File: src/mlp_macros.svh
`ifndef MLP_MACROS_SVH
`define MLP_MACROS_SVH

// frame geometry, 28 x 28 greyscale
`define IMG_PIXELS 784

`define CLKS_PER_BIT 8 // uart oversampling ratio
`define N_OUT 10 // output neurons

// weight rule: w(n, i) = low byte of (i * W_MUL + n * W_ADD), signed
`define W_MUL 37
`define W_ADD 101
`define ACC_SHIFT 12

`define CMD_START 8'h26 // '&'
`define CMD_CLEAR 8'h24 // '$'

`endif

File: src/mlp_pkg.sv
`default_nettype none

package mlp_pkg;

	// one pixel on its way from the frame buffer to the tile
	typedef struct packed {
		logic [7:0] pixel; // greyscale value, unsigned
		logic [9:0] idx;   // position in the frame, 0 .. 783
		logic       last;  // final pixel of the frame
	} pixel_beat_t;

	// one reply byte, scores first, argmax index last
	typedef struct packed {
		logic [7:0] data;
		logic       last; // set on the class index
	} result_beat_t;

endpackage

`default_nettype wire

File: src/result_uart_tx.sv
`default_nettype none

`include "mlp_macros.svh"

module result_uart_tx (
	input  wire                      clk,
	input  wire                      reset,
	input  wire                      res_req,
	input  mlp_pkg::result_beat_t    res_beat,
	output reg                       res_ack,
	output reg                       tx
);

	localparam int CW = $clog2(`CLKS_PER_BIT);

	logic          active; // a byte is on the line
	logic [8:0]    shreg;  // data bits then stop bit
	logic [3:0]    bit_cnt;
	logic [CW-1:0] clk_cnt;

	always_ff @(posedge clk) begin
		if (reset) begin
			tx      <= 1'b1;
			res_ack <= 1'b0;
			active  <= 1'b0;
			bit_cnt <= '0;
			clk_cnt <= '0;
		end else begin
			// ack side of the handshake
			if (res_ack && !res_req)
				res_ack <= 1'b0;

			if (!active) begin
				if (res_req && !res_ack) begin
					shreg   <= {1'b1, res_beat.data};
					tx      <= 1'b0; // start bit
					active  <= 1'b1;
					bit_cnt <= '0;
					clk_cnt <= '0;
					res_ack <= 1'b1;
				end
			end else if (clk_cnt == CW'(`CLKS_PER_BIT - 1)) begin
				clk_cnt <= '0;
				if (bit_cnt == 4'd9) begin
					active <= 1'b0; // stop bit finished
					tx     <= 1'b1;
				end else begin
					tx      <= shreg[0];
					shreg   <= {1'b1, shreg[8:1]};
					bit_cnt <= bit_cnt + 1'b1;
				end
			end else
				clk_cnt <= clk_cnt + 1'b1;
		end
	end

endmodule

`default_nettype wire

File: config.mk
export PLATFORM = sky130hd
export DESIGN_NAME = result_uart_tx
export DESIGN_NICKNAME = d
export VERILOG_FILES = /design/src/mlp_pkg.sv /design/src/result_uart_tx.sv
export VERILOG_INCLUDE_DIRS = /design/src
export SDC_FILE = /design/constraint.sdc
export NUM_CORES = 1
export LEC_CHECK = 0
export BUFFER_PORTS_ARGS = -buffer_cell sky130_fd_sc_hd__buf_2
export CAP_MARGIN = 20
export CORE_MARGIN = 1.5
export CORE_UTILIZATION = 44
export DETAILED_ROUTE_END_ITERATION = 12
export HOLD_SLACK_MARGIN = 0.02
export PLACE_DENSITY_LB_ADDON = 0.08
export SKIP_LAST_GASP = 1
export SLEW_MARGIN = 40
export SYNTH_ARGS = -nofsm -noshare
export SYNTH_HDL_FRONTEND = slang
export SYNTH_SLANG_ARGS = --single-unit
File: constraint.sdc
create_clock -name clk -period 4.2 [get_ports clk]
set_input_delay 0.42 -clock clk [delete_from_list [all_inputs] [get_ports clk]]
set_output_delay 0.42 -clock clk [all_outputs]
set_load 0.02 [all_outputs]
==> metrics.txt <==
Synth area leader=edfxtp_1; crit path launch=active; DIE AREA=between 0.002 and 0.0025 sq mm; via count=around 570; P_leak=0.372 nW; Core Rows=15; Nets=102; drt pass-1 iters=2; vias in the first global route=535; synthesized area per cell=11.7 sq um; maximum clock path buffer count=2; Commonest cells post-synth=dfxtp_1 (10), edfxtp_1 (8), mux2_2 (7), nand2_1 (5); clock sinks=18; Vias/cell=5.17; FFs w/ async S/R, synth=0; initial antenna violation count=0; post-cts resize count=0; # hold bufs at CTS=0; status=finished clean; Cell Pwr Density=around 340 mW/mm^2; clock slew at reported path FFs=90 ps; postcts setup bufs=0; Clock Skew=3.97 ps; maximum operating frequency=0.511 GHz; Iteration-0 DRC Markers=3; share of cells above drive strength 1=0.329; CP endpoint kind=register; synthesized area=843 sq um; Worst slew margin=0.581; Post-Syn Nets=88; total wire length=1320 microns; Post-DP Area=915 sq um; Syn-to-layout area delta=11.6%; Post-synth EDFFs=8; DPL Wire Length=950 microns; total power=0.000316 W; Clock Tree Root=clkbuf_4; hold_sp=res_req; synth top area cells=edfxtp_1 (28%), dfxtp_1 (24%), mux2_2 (9.3%); drt wl/cell=between 10 and 15 microns; Filler Cells Inserted=195; RSZ-0062 raised after global routing=false; Final Instance Area=941 sq um; Die W=46.8 microns; Fin. Hold Viols=0; first-pass GRT wire length=2340 microns; setup TNS=0 ps; most instantiated library cell after synthesis=dfxtp_1; Final setup viols=0; Syn. warnings=0; Critical Path RT=approximately 4200 ps; min-delay worst type=in2reg; Least-Margin Pin Slew=627 ps; Worst Path Max Fanout=17; Final Max Slew Viols=0; gpl congestion=0.702; Yosys cell types=30; VDD IR-drop max=0.180 mV; chip height=46.8 microns; clock buffer count from CTS=3; CTS tree=built; largest net degree at the start of global routing=18; kind of critical path=reg2reg; grt total ovfl=0; Clk Latency, worst-skew pair=290 ps; PortBufs=12; Setup crit start kind=register; Cells after Synth=just over 70; max-cap viol count=0; top-level port count=14; Synth top area share=0.285; n_diodes=0; #FFs+latches synth=18; Post-synth top flop=dfxtp_1; reg2reg start=active; register area share after synthesis=0.522; H-tree level count=1; core area=0.00176 sq mm; Tcrit/Tclk final=0.466; # DRC=0; data arrival time of the worst path=1920 ps; initial core utilization=0.478; GRT Overall Usage=0.153; Period minus WS final=1960 ps; Routed Antenna Nets=0
-- cell type report --
type | instances | area (sq um) | share of cell area
Multi-Input combinational cell | 47 | 368 | 0.391
Timing Repair Buffer | 12 | 60.1 | 0.0638
Sequential cell | 18 | 440 | 0.468
Clock buffer | 4 | 26.3 | 0.0279
Tap cell | 25 | 31.3 | 0.0332
Inverter | 4 | 15.0 | 0.0160
-- per-layer routing --
layer	global-route usage	routed length, microns	up-vias	share of wire
met5	0	0	-	0
met2	0.219	569	7	0.43
met1	0.223	694	266	0.53
li1	-	-	292	-
met3	0.0346	33	4	0.025
met4	0.0667	21	0	0.016
-- layout by cell type, fill, tap and decap left out, drive strengths merged --
cell type / netlist / layout
a41oi: 1 / 1
mux2: 7 / 7
a2bb2oi: 1 / 1
a311oi: 1 / 1
buf: 2 / 12
nand3b: 2 / 2
ha: 4 / 4
mux2i: 1 / 1
a21oi: 3 / 3
clkbuf: 1 / 4
nand2b: 2 / 2
nor2b: 1 / 1
a211oi: 1 / 1
nor2: 2 / 2
o32ai: 2 / 2
nor3b: 1 / 1
and2: 1 / 1
or3b: 1 / 1
o22ai: 1 / 1
nand3: 4 / 4
o211a: 1 / 1
inv: 4 / 4
a31oi: 1 / 1
or2: 3 / 3
edfxtp: 8 / 8
dfxtp: 10 / 10
nand2: 5 / 5
a311o: 1 / 1
-- flip-flops by register name (all words and copies together), names as in the netlist --
register and count:
tx 1, bit_cnt 4, res_ack 1, clk_cnt 3
active 1, shreg 8
-- power by group --
part | internal, W | switching, W | leakage, nW
clock network | 0.0000369 | 0.0000502 | 0.0150
registers | 0.000191 | 0.00000631 | 0.155
logic | 0.0000171 | 0.0000146 | 0.202
total | 0.000245 | 0.0000712 | 0.372
-- path summary, 6_finish.rpt --
path | end | depth (start not counted) | slack [ps]
max | shreg[0] | 3 | 2240
min | res_ack | 2 | 380
max reg2reg | shreg[0] | 3 | 2240
min reg2reg | clk_cnt[2] | 2 | 480
-- per-stage QoR --
stage	utilization	instances	hold WS [ps]	setup slack (ps)
final	0.533	110	380	2240
after CTS	0.533	110	370	2210
after global routing	0.533	110	362	2020
after global placement	0.518	106	458	2190
after floorplan	-	72	452	2590
after detailed placement	0.518	106	468	2220
-- critical path, cell delays in order (launching register included) --
cell,delay [ps]
dfxtp_1,730
nand2_1,260
a2bb2oi_2,260
and2_1,370
-- logic make-up (layout without fill, tap and decap cells) --
kind of cell | count (synthesis) | in the layout | synth area share
compound gates | 13 | 13 | 0.125
fa+ha+maj | 4 | 4 | 0.0593
buf+inv | 7 | 20 | 0.0415
flops | 18 | 18 | 0.522
mux | 8 | 8 | 0.105
simple gates | 22 | 22 | 0.147
(Power assumes the default switching activity.)
