[src/mlp_macros.svh]
`ifndef MLP_MACROS_SVH
`define MLP_MACROS_SVH

// frame geometry, 28 x 28 greyscale
`define IMG_PIXELS 784

`define CLKS_PER_BIT 8 // uart oversampling ratio
`define N_OUT 10 // output neurons

// weight rule: w(n, i) = low byte of (i * W_MUL + n * W_ADD), signed
`define W_MUL 37
`define W_ADD 101
`define ACC_SHIFT 12

`define CMD_START 8'h26 // '&'
`define CMD_CLEAR 8'h24 // '$'

`endif

[src/mlp_pkg.sv]
`default_nettype none

package mlp_pkg;

	// one pixel on its way from the frame buffer to the tile
	typedef struct packed {
		logic [7:0] pixel; // greyscale value, unsigned
		logic [9:0] idx;   // position in the frame, 0 .. 783
		logic       last;  // final pixel of the frame
	} pixel_beat_t;

	// one reply byte, scores first, argmax index last
	typedef struct packed {
		logic [7:0] data;
		logic       last; // set on the class index
	} result_beat_t;

endpackage

`default_nettype wire

[src/mlp_tile.sv]
`default_nettype none

`include "mlp_macros.svh"

module mlp_tile (
	input  wire                      clk,
	input  wire                      reset,
	input  wire                      pix_req,
	input  mlp_pkg::pixel_beat_t     pix_beat,
	output reg                       pix_ack,
	output reg                       busy,
	output reg                       res_req,
	output mlp_pkg::result_beat_t    res_beat,
	input  wire                      res_ack
);

	typedef enum logic [2:0] {T_IDLE, T_ACK, T_SCORE, T_SEND, T_SWAIT} state_t;

	state_t             state;
	logic signed [31:0] acc [0:`N_OUT-1];
	logic        [7:0]  score [0:`N_OUT-1];
	logic signed [31:0] best_val;
	logic        [3:0]  best_idx;
	logic        [3:0]  cnt; // score scan position, then reply position
	logic               last_seen;

	// rule weight, no memory behind it
	function automatic logic signed [7:0] weight(input logic [9:0] idx, input int n);
		int raw;
		raw = int'(idx) * `W_MUL + n * `W_ADD;
		return raw[7:0];
	endfunction

	function automatic logic [7:0] clip(input logic signed [31:0] a);
		logic signed [31:0] s;
		s = a >>> `ACC_SHIFT;
		if (a < 0)
			return 8'd0;
		else if (s > 32'sd255)
			return 8'd255;
		else
			return s[7:0];
	endfunction

	always_ff @(posedge clk) begin
		if (reset) begin
			state     <= T_IDLE;
			pix_ack   <= 1'b0;
			res_req   <= 1'b0;
			busy      <= 1'b0;
			cnt       <= '0;
			last_seen <= 1'b0;
			for (int n = 0; n < `N_OUT; n++)
				acc[n] <= '0;
		end else begin
			case (state)
				T_IDLE: begin
					if (pix_req && !pix_ack) begin
						for (int n = 0; n < `N_OUT; n++)
							acc[n] <= acc[n] + $signed({1'b0, pix_beat.pixel})
								* weight(pix_beat.idx, n);
						last_seen <= pix_beat.last;
						pix_ack   <= 1'b1;
						busy      <= 1'b1;
						state     <= T_ACK;
					end
				end
				T_ACK: begin
					if (!pix_req) begin
						pix_ack <= 1'b0;
						cnt     <= '0;
						state   <= last_seen ? T_SCORE : T_IDLE;
					end
				end
				T_SCORE: begin
					if (cnt < 4'(`N_OUT)) begin
						score[cnt] <= clip(acc[cnt]);
						// strict compare keeps the lowest index on a tie
						if (cnt == 4'd0 || acc[cnt] > best_val) begin
							best_val <= acc[cnt];
							best_idx <= cnt;
						end
						cnt <= cnt + 1'b1;
					end else begin
						res_beat.data <= score[0];
						res_beat.last <= 1'b0;
						res_req       <= 1'b1;
						cnt           <= '0;
						state         <= T_SEND;
					end
				end
				T_SEND: begin
					if (res_ack) begin
						res_req <= 1'b0;
						if (res_beat.last) begin // index taken, frame done
							busy <= 1'b0;
							for (int n = 0; n < `N_OUT; n++)
								acc[n] <= '0;
						end
						state <= T_SWAIT;
					end
				end
				default: begin
					if (!res_ack) begin
						if (res_beat.last)
							state <= T_IDLE;
						else begin
							cnt <= cnt + 1'b1;
							if (cnt + 1'b1 < 4'(`N_OUT)) begin
								res_beat.data <= score[cnt + 1'b1];
								res_beat.last <= 1'b0;
							end else begin
								res_beat.data <= {4'd0, best_idx}; // argmax
								res_beat.last <= 1'b1;
							end
							res_req <= 1'b1;
							state   <= T_SEND;
						end
					end
				end
			endcase
		end
	end

endmodule

`default_nettype wire

[config.mk]
export PLATFORM = sky130hd
export DESIGN_NAME = mlp_tile
export DESIGN_NICKNAME = d
export VERILOG_FILES = /design/src/mlp_pkg.sv /design/src/mlp_tile.sv
export VERILOG_INCLUDE_DIRS = /design/src
export SDC_FILE = /design/constraint.sdc
export NUM_CORES = 2
export LEC_CHECK = 0
export BUFFER_PORTS_ARGS = -buffer_cell sky130_fd_sc_hd__buf_2
export CAP_MARGIN = 20
export CELL_PAD_IN_SITES_DETAIL_PLACEMENT = 1
export CELL_PAD_IN_SITES_GLOBAL_PLACEMENT = 1
export CORE_UTILIZATION = 45
export DETAILED_ROUTE_END_ITERATION = 16
export PLACE_DENSITY = 0.69
export SYNTH_ARGS = -nofsm -noshare
export SYNTH_HDL_FRONTEND = slang
export SYNTH_SLANG_ARGS = --single-unit
[constraint.sdc]
create_clock -name clk -period 18.05 [get_ports clk]
set_clock_uncertainty 0.1 [all_clocks]
set_input_delay 0.9025 -clock clk [delete_from_list [all_inputs] [get_ports clk]]
set_output_delay 0.9025 -clock clk [all_outputs]
set_load 0.01 [all_outputs]
==> impl_metrics.tcl <==
set metrics [dict create \
    r2r_end "best_val[11]" \
    crit_type "in2reg" \
    remaining_drc_errors 0 \
    synthFlopType "edfxtp_1" \
    hold_depth 3 \
    slew_headroom_pct 22.18 \
    synth_most_common_cell "ha_1" \
    ys_seq_area_share_pct 22.73 \
    status "finished clean" \
    required_ns 18.37 \
    synthDistinctLibCells 83 \
    synthTopCellsByCount "1144 x ha_1, 919 x inv_1, 522 x fa_1" \
    antenna_found_initial 9 \
    dieHeight_um 367.5 \
    clkTransAtPathRegs_ns 0.06 \
    worst_pin_slew_ns 1.159 \
    finalHoldViolCount 0 \
    period_minus_slack_ns 9.375 \
    finalWirelength_um 167800 \
    io_pins 35 \
    io_buffers 32 \
    syn_area_per_cell_sq_um 10.20 \
    die_w_um 367.5 \
    cpPeakStageDelay_ns 0.75 \
    clkLatencyLatePin_ns 0.72 \
    report.final.slew_viol_count 0 \
    maxCapViolCount 0 \
    syn_nets 7584 \
    start_util_pct 45.55 \
    max_freq_ghz 0.1067 \
    grt_overflow 0 \
    cts-htree-levels 2 \
    dieArea_sq_um 135000 \
    cp.arrival_ns 9.69 \
    final_layout_size_suffix_gt1_share_pct 5.453 \
    ctsRootBufferMaster "clkbuf_16" \
    drt-pass1-iter-count 5 \
    min_to "last_seen" \
    grt_pass1_wl_um 266700 \
    dp_hpwl_um 133800 \
    yosys_register_bits 460 \
    ant_nets 0 \
    cts_resized 0 \
    grt_pass1_vias 47630 \
    drt_iter0_markers 2020 \
    yosys_warnings 0 \
    syn_inst 5895 \
    cp_top_family "adder cells" \
    nets 7561 \
    yosys-top-cells-area "ha_1 24%, edfxtp_1 22%, fa_1 17%" \
    end_kind "flop" \
    fp.coreArea_sq_um 132000 \
    cts_tree "yes" \
    ff2ff_path_depth 17 \
    grt_max_degree 154 \
    yosysTopAreaCellShare_pct 23.81 \
    finalSetupTns_ns 0 \
    cts_setup_buffers 0 \
    syn2layout_area_growth_pct 7.124 \
    cts-buffers-inserted 61 \
    synth_area_sq_um 60100 \
    critPathBufInv 7 \
    yosysTopAreaCell "ha_1" \
    hold_path_startpoint "pix_beat[0]" \
    gp_congestion 0.8722 \
    hp-class "in2reg" \
    row_count 133 \
    fin_crit_sh_pct 51.94 \
    clockBufferDepth 3 \
    holdWs_ns 0.3330 \
    grtUsageTotal_pct 25.50 \
    rsz0062_at_grt "false" \
    start_kind "input port" \
    via_per_inst 5.572 \
    async_reset_ff_share_pct 0 \
    cts.sinks 460 \
    ff2ff_setup_slack_ns 11.22 \
    post_drt_wl_per_cell_um 21.86 \
    worstPathMaxFanout 26 \
    synth_edf_count 445 \
    timing.critical_path.slowest_stage_cell "xnor2_1" \
    vias 42790 \
    holdBufCountCts 0 \
    setup_violations 0 \
]
routing by layer:
layer	up-vias	part of all wire [%]	GRT usage, %
li1	19990	-	-
met1	21870	45	33.41
met2	699	47	43.03
met3	232	5.3	4.759
met4	4	2.8	6.699
met5	-	0.013	0
metrics by stage:
stage               cell area (sq um)  cells  util, %  worst slack (ns)
floorplan                       60100   5895        -             9.576
global placement                62250   7564    47.18             8.208
detailed placement              62250   7564    47.18             8.097
CTS                             64380   7678    48.79             8.792
global route                    64380   7678    48.79             8.449
finish                          64390   7680    48.79             8.675
worst register-to-register path, delay by kind of cell, from the launching register on:
kind,cells,cell delay [ns]
AND/OR/NAND/NOR,2,0.28
buffers and inverters,3,1.88
flip-flops,1,0.77
AO/OA/AOI/OAI,10,2.46
adder cells (fa/ha/maj),1,0.34
multiplexers,1,0.64
placed cells by master, fill, tap and decap left out, drive strengths merged, types with 9 or more instances in the layout:
cell type and instances:
mux2i 44, a31oi 37, nor2 396, nor3 66, nand2 228, and2 293, or3 18, o211ai 12
mux4 80, a211oi 51, nand4 20, ha 1144, o21ai 151, nor3b 13, dfxtp 15, o21a 36
inv 919, edfxtp 445, clkbuf 69, nor4 14, mux2 9, or2 29, and3 34, clkinv 34
a21o 120, fa 522, nand3 59, buf 85, o21bai 28, a21oi 256, o31ai 12, xor2 126
nand2b 67, nor2b 164, xnor2 172, a311oi 12, bufinv 11
how the worst max path moves through the flow:
stage / from / cells past startpoint / endpoint
after detailed placement: pix_beat[2] / 28 / acc[3][23]
final: pix_beat[2] / 28 / acc[3][23]
after floorplan: pix_beat[5] / 26 / acc[6][30]
after global placement: pix_beat[2] / 25 / acc[5][23]
after global routing: pix_beat[5] / 27 / acc[1][30]
after CTS: pix_beat[5] / 29 / acc[3][23]
cell type report:
cell class	instances	area, sq um
antenna	2	5.005
tap	1755	2196
clock buffer	69	1556
sequential	460	13670
timing repair buffer	85	583.1
inverter	922	3461
multi-input combinational	4342	42340
fill	14590	67580
clock inverter	45	570.5
cell families after synthesis:
kind of cell             synth area share (%)
AO/OA/AOI/OAI                           8.670
flip-flops                              22.73
multiplexers                            3.899
adder cells (fa/ha/maj)                 41.20
XOR/XNOR                                4.355
AND/OR/NAND/NOR                         12.26
buffers and inverters                   6.878
state kept, by name, summed over array words and instances (netlist names), named ones only:
signal / cells
busy: 1
res_req: 1
best_val: 32
score: 80
cnt: 4
state: 3
res_beat: 9
acc: 320
last_seen: 1
pix_ack: 1
best_idx: 4
Power is not shown: default switching activity piles up to over one toggle a cycle in this logic, so the estimate is an artifact.
