File: config.mk
export PLATFORM = sky130hd
export DESIGN_NAME = uart_rx
export DESIGN_NICKNAME = d
export VERILOG_FILES = /design/src/uart_rx.sv
export VERILOG_INCLUDE_DIRS = /design/src
export SDC_FILE = /design/constraint.sdc
export NUM_CORES = 1
export LEC_CHECK = 0
export BUFFER_PORTS_ARGS = -buffer_cell sky130_fd_sc_hd__buf_2
export CORE_MARGIN = 2
export CORE_UTILIZATION = 30
export CTS_CLUSTER_DIAMETER = 30
export DETAILED_ROUTE_END_ITERATION = 8
export PLACE_DENSITY = 0.51
export SETUP_SLACK_MARGIN = 0.2
export SLEW_MARGIN = 10
export SYNTH_ARGS = -nofsm -noshare
export SYNTH_HDL_FRONTEND = slang
export SYNTH_SLANG_ARGS = --single-unit
File: constraint.sdc
create_clock -name clk -period 1.8 [get_ports clk]
set_input_delay 0.36 -clock clk [delete_from_list [all_inputs] [get_ports clk]]
set_output_delay 0.36 -clock clk [all_outputs]
set_load 0.02 [all_outputs]
File: src/mlp_macros.svh
`ifndef MLP_MACROS_SVH
`define MLP_MACROS_SVH

// frame geometry, 28 x 28 greyscale
`define IMG_PIXELS 784

`define CLKS_PER_BIT 8 // uart oversampling ratio
`define N_OUT 10 // output neurons

// weight rule: w(n, i) = low byte of (i * W_MUL + n * W_ADD), signed
`define W_MUL 37
`define W_ADD 101
`define ACC_SHIFT 12

`define CMD_START 8'h26 // '&'
`define CMD_CLEAR 8'h24 // '$'

`endif

File: src/uart_rx.sv
`default_nettype none

`include "mlp_macros.svh"

module uart_rx (
	input  wire       clk,
	input  wire       reset,
	input  wire       rx,
	output reg  [7:0] rx_byte,
	output reg        rx_valid
);

	localparam int CW = $clog2(`CLKS_PER_BIT);
	localparam int HALF = `CLKS_PER_BIT / 2;

	typedef enum logic [1:0] {U_IDLE, U_START, U_DATA, U_STOP} state_t;

	state_t          state;
	logic            rx_meta;
	logic            rx_sync;
	logic [CW-1:0]   clk_cnt;
	logic [2:0]      bit_cnt;
	logic [7:0]      shreg;

	always_ff @(posedge clk) begin
		if (reset) begin
			rx_meta  <= 1'b1; // line idles high
			rx_sync  <= 1'b1;
			state    <= U_IDLE;
			clk_cnt  <= '0;
			bit_cnt  <= '0;
			rx_valid <= 1'b0;
		end else begin
			rx_meta  <= rx;
			rx_sync  <= rx_meta;
			rx_valid <= 1'b0;
			case (state)
				U_IDLE: begin
					clk_cnt <= '0;
					if (!rx_sync)
						state <= U_START; // falling edge, start bit
				end
				U_START: begin
					if (clk_cnt == CW'(HALF - 1)) begin
						clk_cnt <= '0;
						bit_cnt <= '0;
						// glitch shorter than half a bit goes back to idle
						state   <= rx_sync ? U_IDLE : U_DATA;
					end else
						clk_cnt <= clk_cnt + 1'b1;
				end
				U_DATA: begin
					if (clk_cnt == CW'(`CLKS_PER_BIT - 1)) begin
						clk_cnt <= '0;
						shreg   <= {rx_sync, shreg[7:1]}; // lsb first
						bit_cnt <= bit_cnt + 1'b1;
						if (bit_cnt == 3'd7)
							state <= U_STOP;
					end else
						clk_cnt <= clk_cnt + 1'b1;
				end
				default: begin
					if (clk_cnt == CW'(`CLKS_PER_BIT - 1)) begin
						clk_cnt <= '0;
						state   <= U_IDLE;
						if (rx_sync) begin // framing error drops the byte
							rx_byte  <= shreg;
							rx_valid <= 1'b1;
						end
					end else
						clk_cnt <= clk_cnt + 1'b1;
				end
			endcase
		end
	end

endmodule

`default_nettype wire
==> flow_summary_export.csv, run 1 <==
group,metric,value,unit
job,maxCapViolCount,0,
synth,synthCells,81,
critical_path,cp.required,1.96,ns
final_layout,fin_cells,147,
clock_tree,clockBufferDepth,2,
synth,synth_top_family_by_area,"simple AND/OR/NAND/NOR gates",
synth,netlist_area,1120,um2
sta,relSlewSlack,0.796,
clock_tree,root_buffer,"clkbuf_8",
final_layout,layout-drive-gt1-share,0.374,
synth,muxShareOfSynthArea,0.0224,
detailed_routing,drt_iter0_markers,14,
global_route,antenna_found_initial,0,
sta,setup_ws,0.248,ns
critical_path,crit_chain,"inv_2 -> ha_2 -> a21boi_2 -> nor4b_4 -> mux2_4",
synth,synth-main-ff-cell,"edfxtp_1",
clock_tree,tritoncts,"yes",
critical_path,cp-start-kind,"register",
final_layout,finish.utilization,0.378,
synth,synth-simple-area-share,0.164,
die,core,3630,um2
final_layout,n_antenna_cell,0,
die,die_h,65.1,um
synth,synth_edf_count,16,
synth,synthDistinctLibCells,28,
clock_tree,clk_latency,0.27,ns
outcome,status,"completed",
global_route,grt_max_degree,17,
synth,ys_top_cells_by_area,"edfxtp_1, dfxtp_1, ha_1",
sta,fin_skew,0.00523,ns
critical_path,slowest_stage,"dfxtp_2",
sta,hold_ws,0.266,ns
synth,synthesis.nets,94,
detailed_routing,drt-total-wl,1750,um
critical_path,worstPathMaxFanout,4,
detailed_routing,vias,655,
detailed_routing,postRouteAntennaNets,0,
placed_design,place.gp.congestion,0.674,
placed_design,portBuffers,11,
global_route,overflow,0,
critical_path,end_kind,"register",
critical_path,critPathKind,"register to register",
die,start_util,0.308,
critical_path,crit_family,"flip-flops",
global_route,grt_use_total,0.0885,
clock_tree,cts_buffers,3,
global_route,grt_pass1_wl,2810,um
critical_path,crit_buf_inv,1,
placed_design,place_hpwl,1260,um
sta,max_freq,644,MHz
sta,tightest_slew,0.305,ns
synth,synth_xor_area_frac,0,
synth,synth_top_cell_by_area,"edfxtp_1",
synth,synth_fa_ha_area_frac,0.112,
clock_tree,cts_max_level,1,
synth,synth_top_cell_area_share,0.430,
detailed_routing,drc,0,
synth,ys_warn_count,0,
power_and_ir_drop,p_per_area,1050,nW/um2
power_and_ir_drop,power,1.45,mW
critical_path,arrival,1.72,ns
min_path,hold_path_class,"primary input to register",
global_route,grt_pass1_vias,622,
sta,min_period_over_period,0.862,
die,die-area,4230,um2
power_and_ir_drop,ir_drop,431,uV
critical_path,worst_path_largest_cell_delay,0.37,ns
final_layout,fillers,367,
die,fp-row-count,22,
detailed_routing,wl_per_cell,11.9,um
detailed_routing,dr.pass1.iters,3,
clock_tree,cts_hold_buf,0,
synth,avgSynthCellArea,13.8,um2
final_layout,area_growth,22.9,%
power_and_ir_drop,leakage,0.488,nW
sta,fin_tns_setup,0,ns
detailed_routing,viasPerCell,4.46,
synth,yosysSeqAreaShare,0.626,
die,ioPinCount,12,
placed_design,placed_area,1250,um2
sta,fin_crit,1.55,ns
sta,setup_viol,0,
sta,rsz0062_at_grt,"no",
placed_design,dpl_worst_slack,0.00735,ns
synth,synth-compound-area-share,0.0582,
final_layout,fin_area,1380,um2
clock_tree,cts.sinks,27,
sta,hold_violations,0,
synth,async_flop_share,0,
die,die_w,65.1,um
synth,ys_seq_elements,27,
clock_tree,clkTransAtPathRegs,0.09,ns
placed_design,placed_cells,141,
final_layout,layout.nets,113,
sta,drv_slew,0,
## worst paths after layout
kind | slack (ns) | from | cells past startpoint | endpoint
min reg2reg | 0.41 | rx_meta | 1 | rx_sync
min | 0.27 | rx | 2 | rx_meta
max reg2reg | 0.25 | state[0] | 5 | state[0]
max | 0.25 | state[0] | 5 | state[0]
## cell type report
cell class	count	area [um2]	share of cell area
Sequential cell	27	704	0.512
Multi-Input combinational cell	49	462	0.336
Timing Repair Buffer	15	85.1	0.0619
Tap cell	48	60.1	0.0437
Clock buffer	3	41.3	0.0300
Inverter	4	15.0	0.0109
Clock inverter	1	7.51	0.00546
## synth_stat cells, drive strengths merged (2+ instances only)
cell type  number
nand2           2
nor2            4
nand2b          2
edfxtp         16
o21ai           3
nor3            5
inv             4
nor4b           2
nor2b           3
ha             10
dfxtp          11
a21oi           4
or2             2
nand4           2
## flip-flops by register name, summed over array words and instances, names as in the netlist
register / cells
bit_cnt: 3
rx_sync: 1
rx_meta: 1
rx_valid: 1
state: 2
clk_cnt: 3
rx_byte: 8
shreg: 8
## cells by family (layout without fill, tap and decap cells)
family / after synthesis / in the layout
fa+ha+maj: 10 / 10
mux: 2 / 2
simple gates: 27 / 27
buf+inv: 5 / 23
flops: 27 / 27
compound gates: 10 / 10
## placed cells by master, fill, tap and decap left out
cell type	count
or2_1	2
nor4b_4	1
ha_2	2
a21boi_2	1
inv_2	1
nor2b_1	2
nand2_1	2
clkbuf_8	3
nor3b_1	1
nor4b_1	1
a21bo_2	1
inv_1	3
nor3_2	1
dfxtp_2	3
nand4_1	2
dfxtp_1	8
o2bb2ai_1	1
buf_4	4
buf_2	11
ha_4	4
ha_1	4
o21ai_1	3
mux2_4	1
edfxtp_1	16
nor3_1	4
nor2_1	4
and3_4	1
a21oi_1	4
mux2i_1	1
and2_4	1
nand2b_1	2
nor2b_4	1
nand4b_1	1
nor4_1	1
clkinvlp_4	1
## per-layer routing
layer / GRT usage / routed length, um
met5: 0 / 0
met1: 0.103 / 809
met3: 0.0313 / 55
met4: 0.0313 / 24
met2: 0.151 / 864
## timing repair
item                       4_1_cts  5_1_grt
setup endpoints to repair       17        9
buffers inserted                 0        2
pin swaps                        0        1
gates resized for setup          9        8
## power breakdown
| group | internal, mW | switching, mW | total, mW |
|---|---|---|---|
| clock network | 0.157 | 0.183 | 0.340 |
| registers | 0.678 | 0.0276 | 0.706 |
| logic | 0.209 | 0.194 | 0.403 |
| total | 1.04 | 0.404 | 1.45 |
(Power assumes the default switching activity.)
==> run 2, diff against run 1 <==
--- a/config.mk
+++ b/config.mk
@@ -12,6 +12,7 @@
 export CTS_CLUSTER_DIAMETER = 30
 export DETAILED_ROUTE_END_ITERATION = 8
 export PLACE_DENSITY = 0.51
+export REMOVE_ABC_BUFFERS = 1
 export SETUP_SLACK_MARGIN = 0.2
 export SLEW_MARGIN = 10
 export SYNTH_ARGS = -nofsm -noshare
==> run 2 against run 1 <==
Against the previous run:
- fmax shrank 0.75%
- non-clock buffer count grew 2
- wire length shrank 4.6%
- worst setup slack lost 0.012 ns
- cell count grew 1.4%
- sequential power shrank 1%
- largest cell class unchanged
- highest routed layer unchanged
==> flow_summary_export.csv, run 2 (same netlist as run 1, synthesis figures left out) <==
group,metric,value,unit
power_and_ir_drop,leakage,0.493,nW
final_layout,final_cell_mix,"edfxtp_1, buf_2, dfxtp_1",
critical_path,r2r_cells,5,
sta,fin_skew,0.00407,ns
final_layout,multi_input_area,428,um2
detailed_routing,dr.pass1.iters,4,
power_and_ir_drop,sequentialPowerShare,0.493,
critical_path,slowest_stage,"dfxtp_2",
clock_tree,clkTransAtPathRegs,0.09,ns
detailed_routing,wl_per_cell,11.2,um
clock_tree,root_buffer,"clkbuf_8",
critical_path,crit_start,"state[0]",
detailed_routing,viasPerCell,4.43,
clock_tree,cts.sinks,27,
die,start_util,0.308,
sta,hold_violations,0,
power_and_ir_drop,p_per_area,1040,nW/um2
final_layout,finish.utilization,0.373,
die,ioPinCount,12,
power_and_ir_drop,intPower,1.02,mW
final_layout,layout.nets,115,
critical_path,worstPathMaxFanout,4,
critical_path,end_kind,"register",
final_layout,fillers,381,
detailed_routing,vias,660,
sta,fin_crit,1.56,ns
min_path,hold_start,"rx",
critical_path,critPathKind,"register to register",
critical_path,cp.required,1.96,ns
sta,setup_viol,0,
final_layout,area_growth,21.1,%
critical_path,cp-start-kind,"register",
detailed_routing,drt-total-wl,1670,um
die,core,3630,um2
sta,relSlewSlack,0.787,
critical_path,worst_path_largest_cell_delay,0.36,ns
global_route,grt_pass1_wl,2840,um
sta,fin_tns_setup,0,ns
power_and_ir_drop,netSwitchingPower,0.390,mW
clock_tree,cts_max_level,1,
detailed_routing,postRouteAntennaNets,0,
sta,hold_ws,0.259,ns
global_route,antenna_found_initial,0,
final_layout,final_common_cell,"edfxtp_1",
detailed_routing,drt_iter0_markers,24,
sta,drv_slew,0,
die,die_h,65.1,um
die,fp-row-count,22,
outcome,status,"completed",
placed_design,place_hpwl,1240,um
power_and_ir_drop,p_sw_frac,0.276,
job,maxCapViolCount,0,
sta,tightest_slew,0.317,ns
final_layout,layout-drive-gt1-share,0.356,
power_and_ir_drop,p_comb_frac,0.264,
die,die_w,65.1,um
sta,max_freq,640,MHz
global_route,grt_use_total,0.0868,
power_and_ir_drop,pwr-share-clk,0.243,
critical_path,crit_chain,"inv_1 -> ha_2 -> a21boi_2 -> nor4b_4 -> mux2_4",
clock_tree,clockBufferDepth,2,
power_and_ir_drop,ir_drop,558,uV
final_layout,ff_latch_area,703,um2
final_layout,reg_top3,"rx_byte: 8 flops, shreg: 8 flops",
clock_tree,clk_latency,0.27,ns
placed_design,portBuffers,11,
global_route,grt_max_degree,17,
critical_path,r2r-start,"state[0]",
final_layout,n_antenna_cell,0,
min_path,min_path_cells,2,
critical_path,arrival,1.73,ns
clock_tree,tritoncts,"yes",
min_path,hold_path_class,"primary input to register",
sta,rsz0062_at_grt,"yes",
placed_design,place.gp.congestion,0.817,
clock_tree,cts_buffers,3,
sta,min_period_over_period,0.869,
detailed_routing,drc,0,
global_route,overflow,0,
die,die-area,4230,um2
global_route,grt_pass1_vias,662,
clock_tree,cts_hold_buf,0,
## run 2: changes by cell type in the layout (fill, tap and decap cells not counted), sizes merged
cell and change:
buf +2
## run 2: worst paths after layout
| check | to | slack (ns) |
|---|---|---|
| worst max register to register | state[0] | 0.24 |
| worst max-delay path | state[0] | 0.24 |
| worst min register to register | rx_sync | 0.41 |
| worst min-delay path | rx_meta | 0.26 |
## run 2: power by group through the flow
| stage | combinational, mW | sequential [mW] | clock [mW] |
|---|---|---|---|
| floorplan | 0.249 | 0.702 | 0 |
| CTS | 0.339 | 0.693 | 0.367 |
| finish | 0.373 | 0.696 | 0.344 |
| global route | 0.410 | 0.699 | 0.387 |
| global placement | 0.330 | 0.707 | 0 |
| detailed placement | 0.334 | 0.708 | 0 |
## run 2: final cells by class
| class | instances | share of cell area |
|---|---|---|
| inverters | 4 | 0.0111 |
| clock inverters | 1 | 0.00554 |
| well taps | 48 | 0.0443 |
| multi-input cells | 49 | 0.316 |
| clock buffers | 3 | 0.0305 |
| repair buffers | 17 | 0.0739 |
| flip-flops and latches | 27 | 0.519 |
## run 2: worst max-delay path: cells and delay by family (launching register included)
family / cells / cell delay (ns)
flip-flops: 1 / 0.36
multiplexers: 1 / 0.33
AND/OR/NAND/NOR: 1 / 0.32
adder cells (fa/ha/maj): 1 / 0.19
AO/OA/AOI/OAI: 1 / 0.17
buffers and inverters: 1 / 0.08
## run 2: per-stage QoR
step / area, um2 / setup WS [ns] / cells / total power [mW]
after detailed placement: 1260 / 0.0824 / 143 / 1.04
after CTS: 1320 / 0.130 / 147 / 1.40
final: 1360 / 0.237 / 149 / 1.41
after floorplan: 1110 / 0.187 / 80 / 0.951
after global routing: 1360 / 0.184 / 149 / 1.50
after global placement: 1260 / 0.119 / 143 / 1.04
## run 2: what timing repair did
action,CTS,global route
pin swaps,0,2
gates resized for setup,4,7
setup endpoints to repair,17,19
buffers inserted,0,2
## run 2: layer usage
metal,vias to the layer above,wire length [um],share of wire,GRT usage
met2,15,862,0.51,0.159
met3,3,81,0.048,0.0365
met1,309,719,0.43,0.0943
li1,333,-,-,-
met5,-,0,0,0
met4,0,10,0.0060,0.0156
==> run 3, diff against run 2 <==
--- a/config.mk
+++ b/config.mk
@@ -7,11 +7,13 @@
 export NUM_CORES = 1
 export LEC_CHECK = 0
 export BUFFER_PORTS_ARGS = -buffer_cell sky130_fd_sc_hd__buf_2
+export CELL_PAD_IN_SITES_DETAIL_PLACEMENT = 2
+export CELL_PAD_IN_SITES_GLOBAL_PLACEMENT = 2
 export CORE_MARGIN = 2
 export CORE_UTILIZATION = 30
 export CTS_CLUSTER_DIAMETER = 30
 export DETAILED_ROUTE_END_ITERATION = 8
-export PLACE_DENSITY = 0.51
+export PLACE_DENSITY = 0.66
 export REMOVE_ABC_BUFFERS = 1
 export SETUP_SLACK_MARGIN = 0.2
 export SLEW_MARGIN = 10
==> run 3 against run 2 <==
Against the previous run:
- clock-buffer cell count unchanged
- hold slack worse by 0.0048 ns
- total power increased by 11%
- worst setup slack better by 0.034 ns
- cell count is 3.4% higher
- sequential cell count is the same
- wire length is 32% higher
- register-to-register slack improved by 0.03 ns
- non-clock buffer count increased by 5
- first-iteration DRC count down 67%
- fmax increased by 2.2%
==> flow_summary_export.csv, run 3 (same netlist as run 1, synthesis figures left out) <==
group,metric,value,unit
outcome,status,"completed",
critical_path,cp-start-kind,"register",
final_layout,n_antenna_cell,0,
final_layout,area_growth,29.2,%
sta,drv_slew,0,
final_layout,final_cell_mix,"edfxtp_1, buf_2, buf_4",
clock_tree,clk_latency,0.28,ns
final_layout,fin_area,1450,um2
global_route,overflow,0,
global_route,grt_pass1_vias,750,
clock_tree,cts_max_level,1,
die,fp-row-count,22,
critical_path,crit_chain,"buf_4 -> ha_2 -> a21boi_4 -> nor4b_4 -> mux2_4",
final_layout,reg_top3,"rx_byte: 8 flops, shreg: 8 flops",
critical_path,crit_cells,5,
min_path,hold_path_class,"primary input to register",
clock_tree,tritoncts,"yes",
critical_path,end_kind,"register",
die,ioPinCount,12,
sta,hold_violations,0,
final_layout,fillers,384,
placed_design,placed_area,1280,um2
sta,fin_tns_setup,0,ns
final_layout,layout.nets,120,
detailed_routing,drt_iter0_markers,8,
power_and_ir_drop,leakage,0.517,nW
power_and_ir_drop,p_per_area,1090,nW/um2
critical_path,critPathKind,"register to register",
critical_path,r2r_cells,5,
placed_design,place.gp.congestion,0.692,
global_route,grt_pass1_wl,3680,um
detailed_routing,viasPerCell,4.60,
min_path,whs_endpoint,"rx_meta",
clock_tree,root_buffer,"clkbuf_8",
die,core,3630,um2
placed_design,place_hpwl,1570,um
critical_path,crit_family,"flip-flops",
critical_path,regToRegEndpoint,"state[0]",
sta,tightest_slew,0.283,ns
sta,setup_viol,0,
die,die_h,65.1,um
min_path,min_path_cells,2,
min_path,hold_start,"rx",
critical_path,worst_path_largest_cell_delay,0.33,ns
sta,relSlewSlack,0.806,
die,die_w,65.1,um
sta,fin_skew,0.00153,ns
detailed_routing,drc,0,
power_and_ir_drop,power,1.57,mW
critical_path,worstPathMaxFanout,4,
power_and_ir_drop,ir_drop,464,uV
clock_tree,clockBufferDepth,2,
global_route,antenna_found_initial,0,
detailed_routing,vias,708,
critical_path,cp.required,1.97,ns
final_layout,finish.utilization,0.398,
clock_tree,cts.sinks,27,
clock_tree,cts_buffers,3,
detailed_routing,wl_per_cell,14.4,um
critical_path,crit_buf_inv,1,
sta,rsz0062_at_grt,"no",
critical_path,slowest_stage,"dfxtp_2",
placed_design,portBuffers,11,
clock_tree,clkTransAtPathRegs,0.09,ns
final_layout,layout-drive-gt1-share,0.434,
critical_path,r2r-start,"state[1]",
detailed_routing,postRouteAntennaNets,0,
global_route,grt_max_degree,17,
sta,min_period_over_period,0.850,
final_layout,final_common_cell,"edfxtp_1",
die,start_util,0.308,
detailed_routing,drt-total-wl,2210,um
critical_path,ff2ff_setup_slack,0.27,ns
global_route,grt_use_total,0.119,
detailed_routing,dr.pass1.iters,2,
sta,hold_ws,0.254,ns
die,die-area,4230,um2
critical_path,arrival,1.70,ns
sta,max_freq,654,MHz
sta,fin_crit,1.53,ns
job,maxCapViolCount,0,
## run 3: per-layer routing
metal / global-route usage / wire, um
met5: 0 / 0
met4: 0.0547 / 21
met3: 0.0330 / 79
met2: 0.198 / 1110
met1: 0.142 / 1000
## run 3: power breakdown
| group | leakage, nW | internal [mW] | switching [mW] | total (mW) |
|---|---|---|---|---|
| Clock | 0.0217 | 0.157 | 0.200 | 0.357 |
| Combinational | 0.261 | 0.273 | 0.236 | 0.509 |
| Sequential | 0.234 | 0.678 | 0.0266 | 0.705 |
## run 3: final cells by class
cell class,instances,area (um2),area share
flip-flops and latches,27,704,0.487
multi-input cells,49,479,0.332
repair buffers,22,138,0.0952
well taps,48,60.1,0.0416
clock buffers,3,41.3,0.0286
inverters,4,15.0,0.0104
clock inverters,1,7.51,0.00519
## run 3: per-stage QoR
stage               cells  worst slack, ns
detailed placement    146           0.0637
CTS                   150            0.206
floorplan              80            0.187
global placement      146            0.134
global route          154            0.201
finish                154            0.271
## run 3: what timing repair did
| item | CTS | global route |
|---|---|---|
| hold buffers | 0 | 0 |
| endpoints found under the setup margin | 18 | 17 |
| pin swaps | 0 | 1 |
| hold endpoints to repair | 0 | 0 |
| setup buffers | 0 | 4 |
| resized for setup | 8 | 13 |
## run 3: worst max path at each step
stage,slack [ns],from,to
after global placement,0.13,clk_cnt[0],rx_byte[6]
after CTS,0.21,clk_cnt[0],state[0]
final,0.27,state[1],state[0]
after detailed placement,0.06,clk_cnt[0],rx_byte[5]
after global routing,0.20,bit_cnt[0],state[0]
after floorplan,0.19,clk_cnt[0],rx_byte[0]
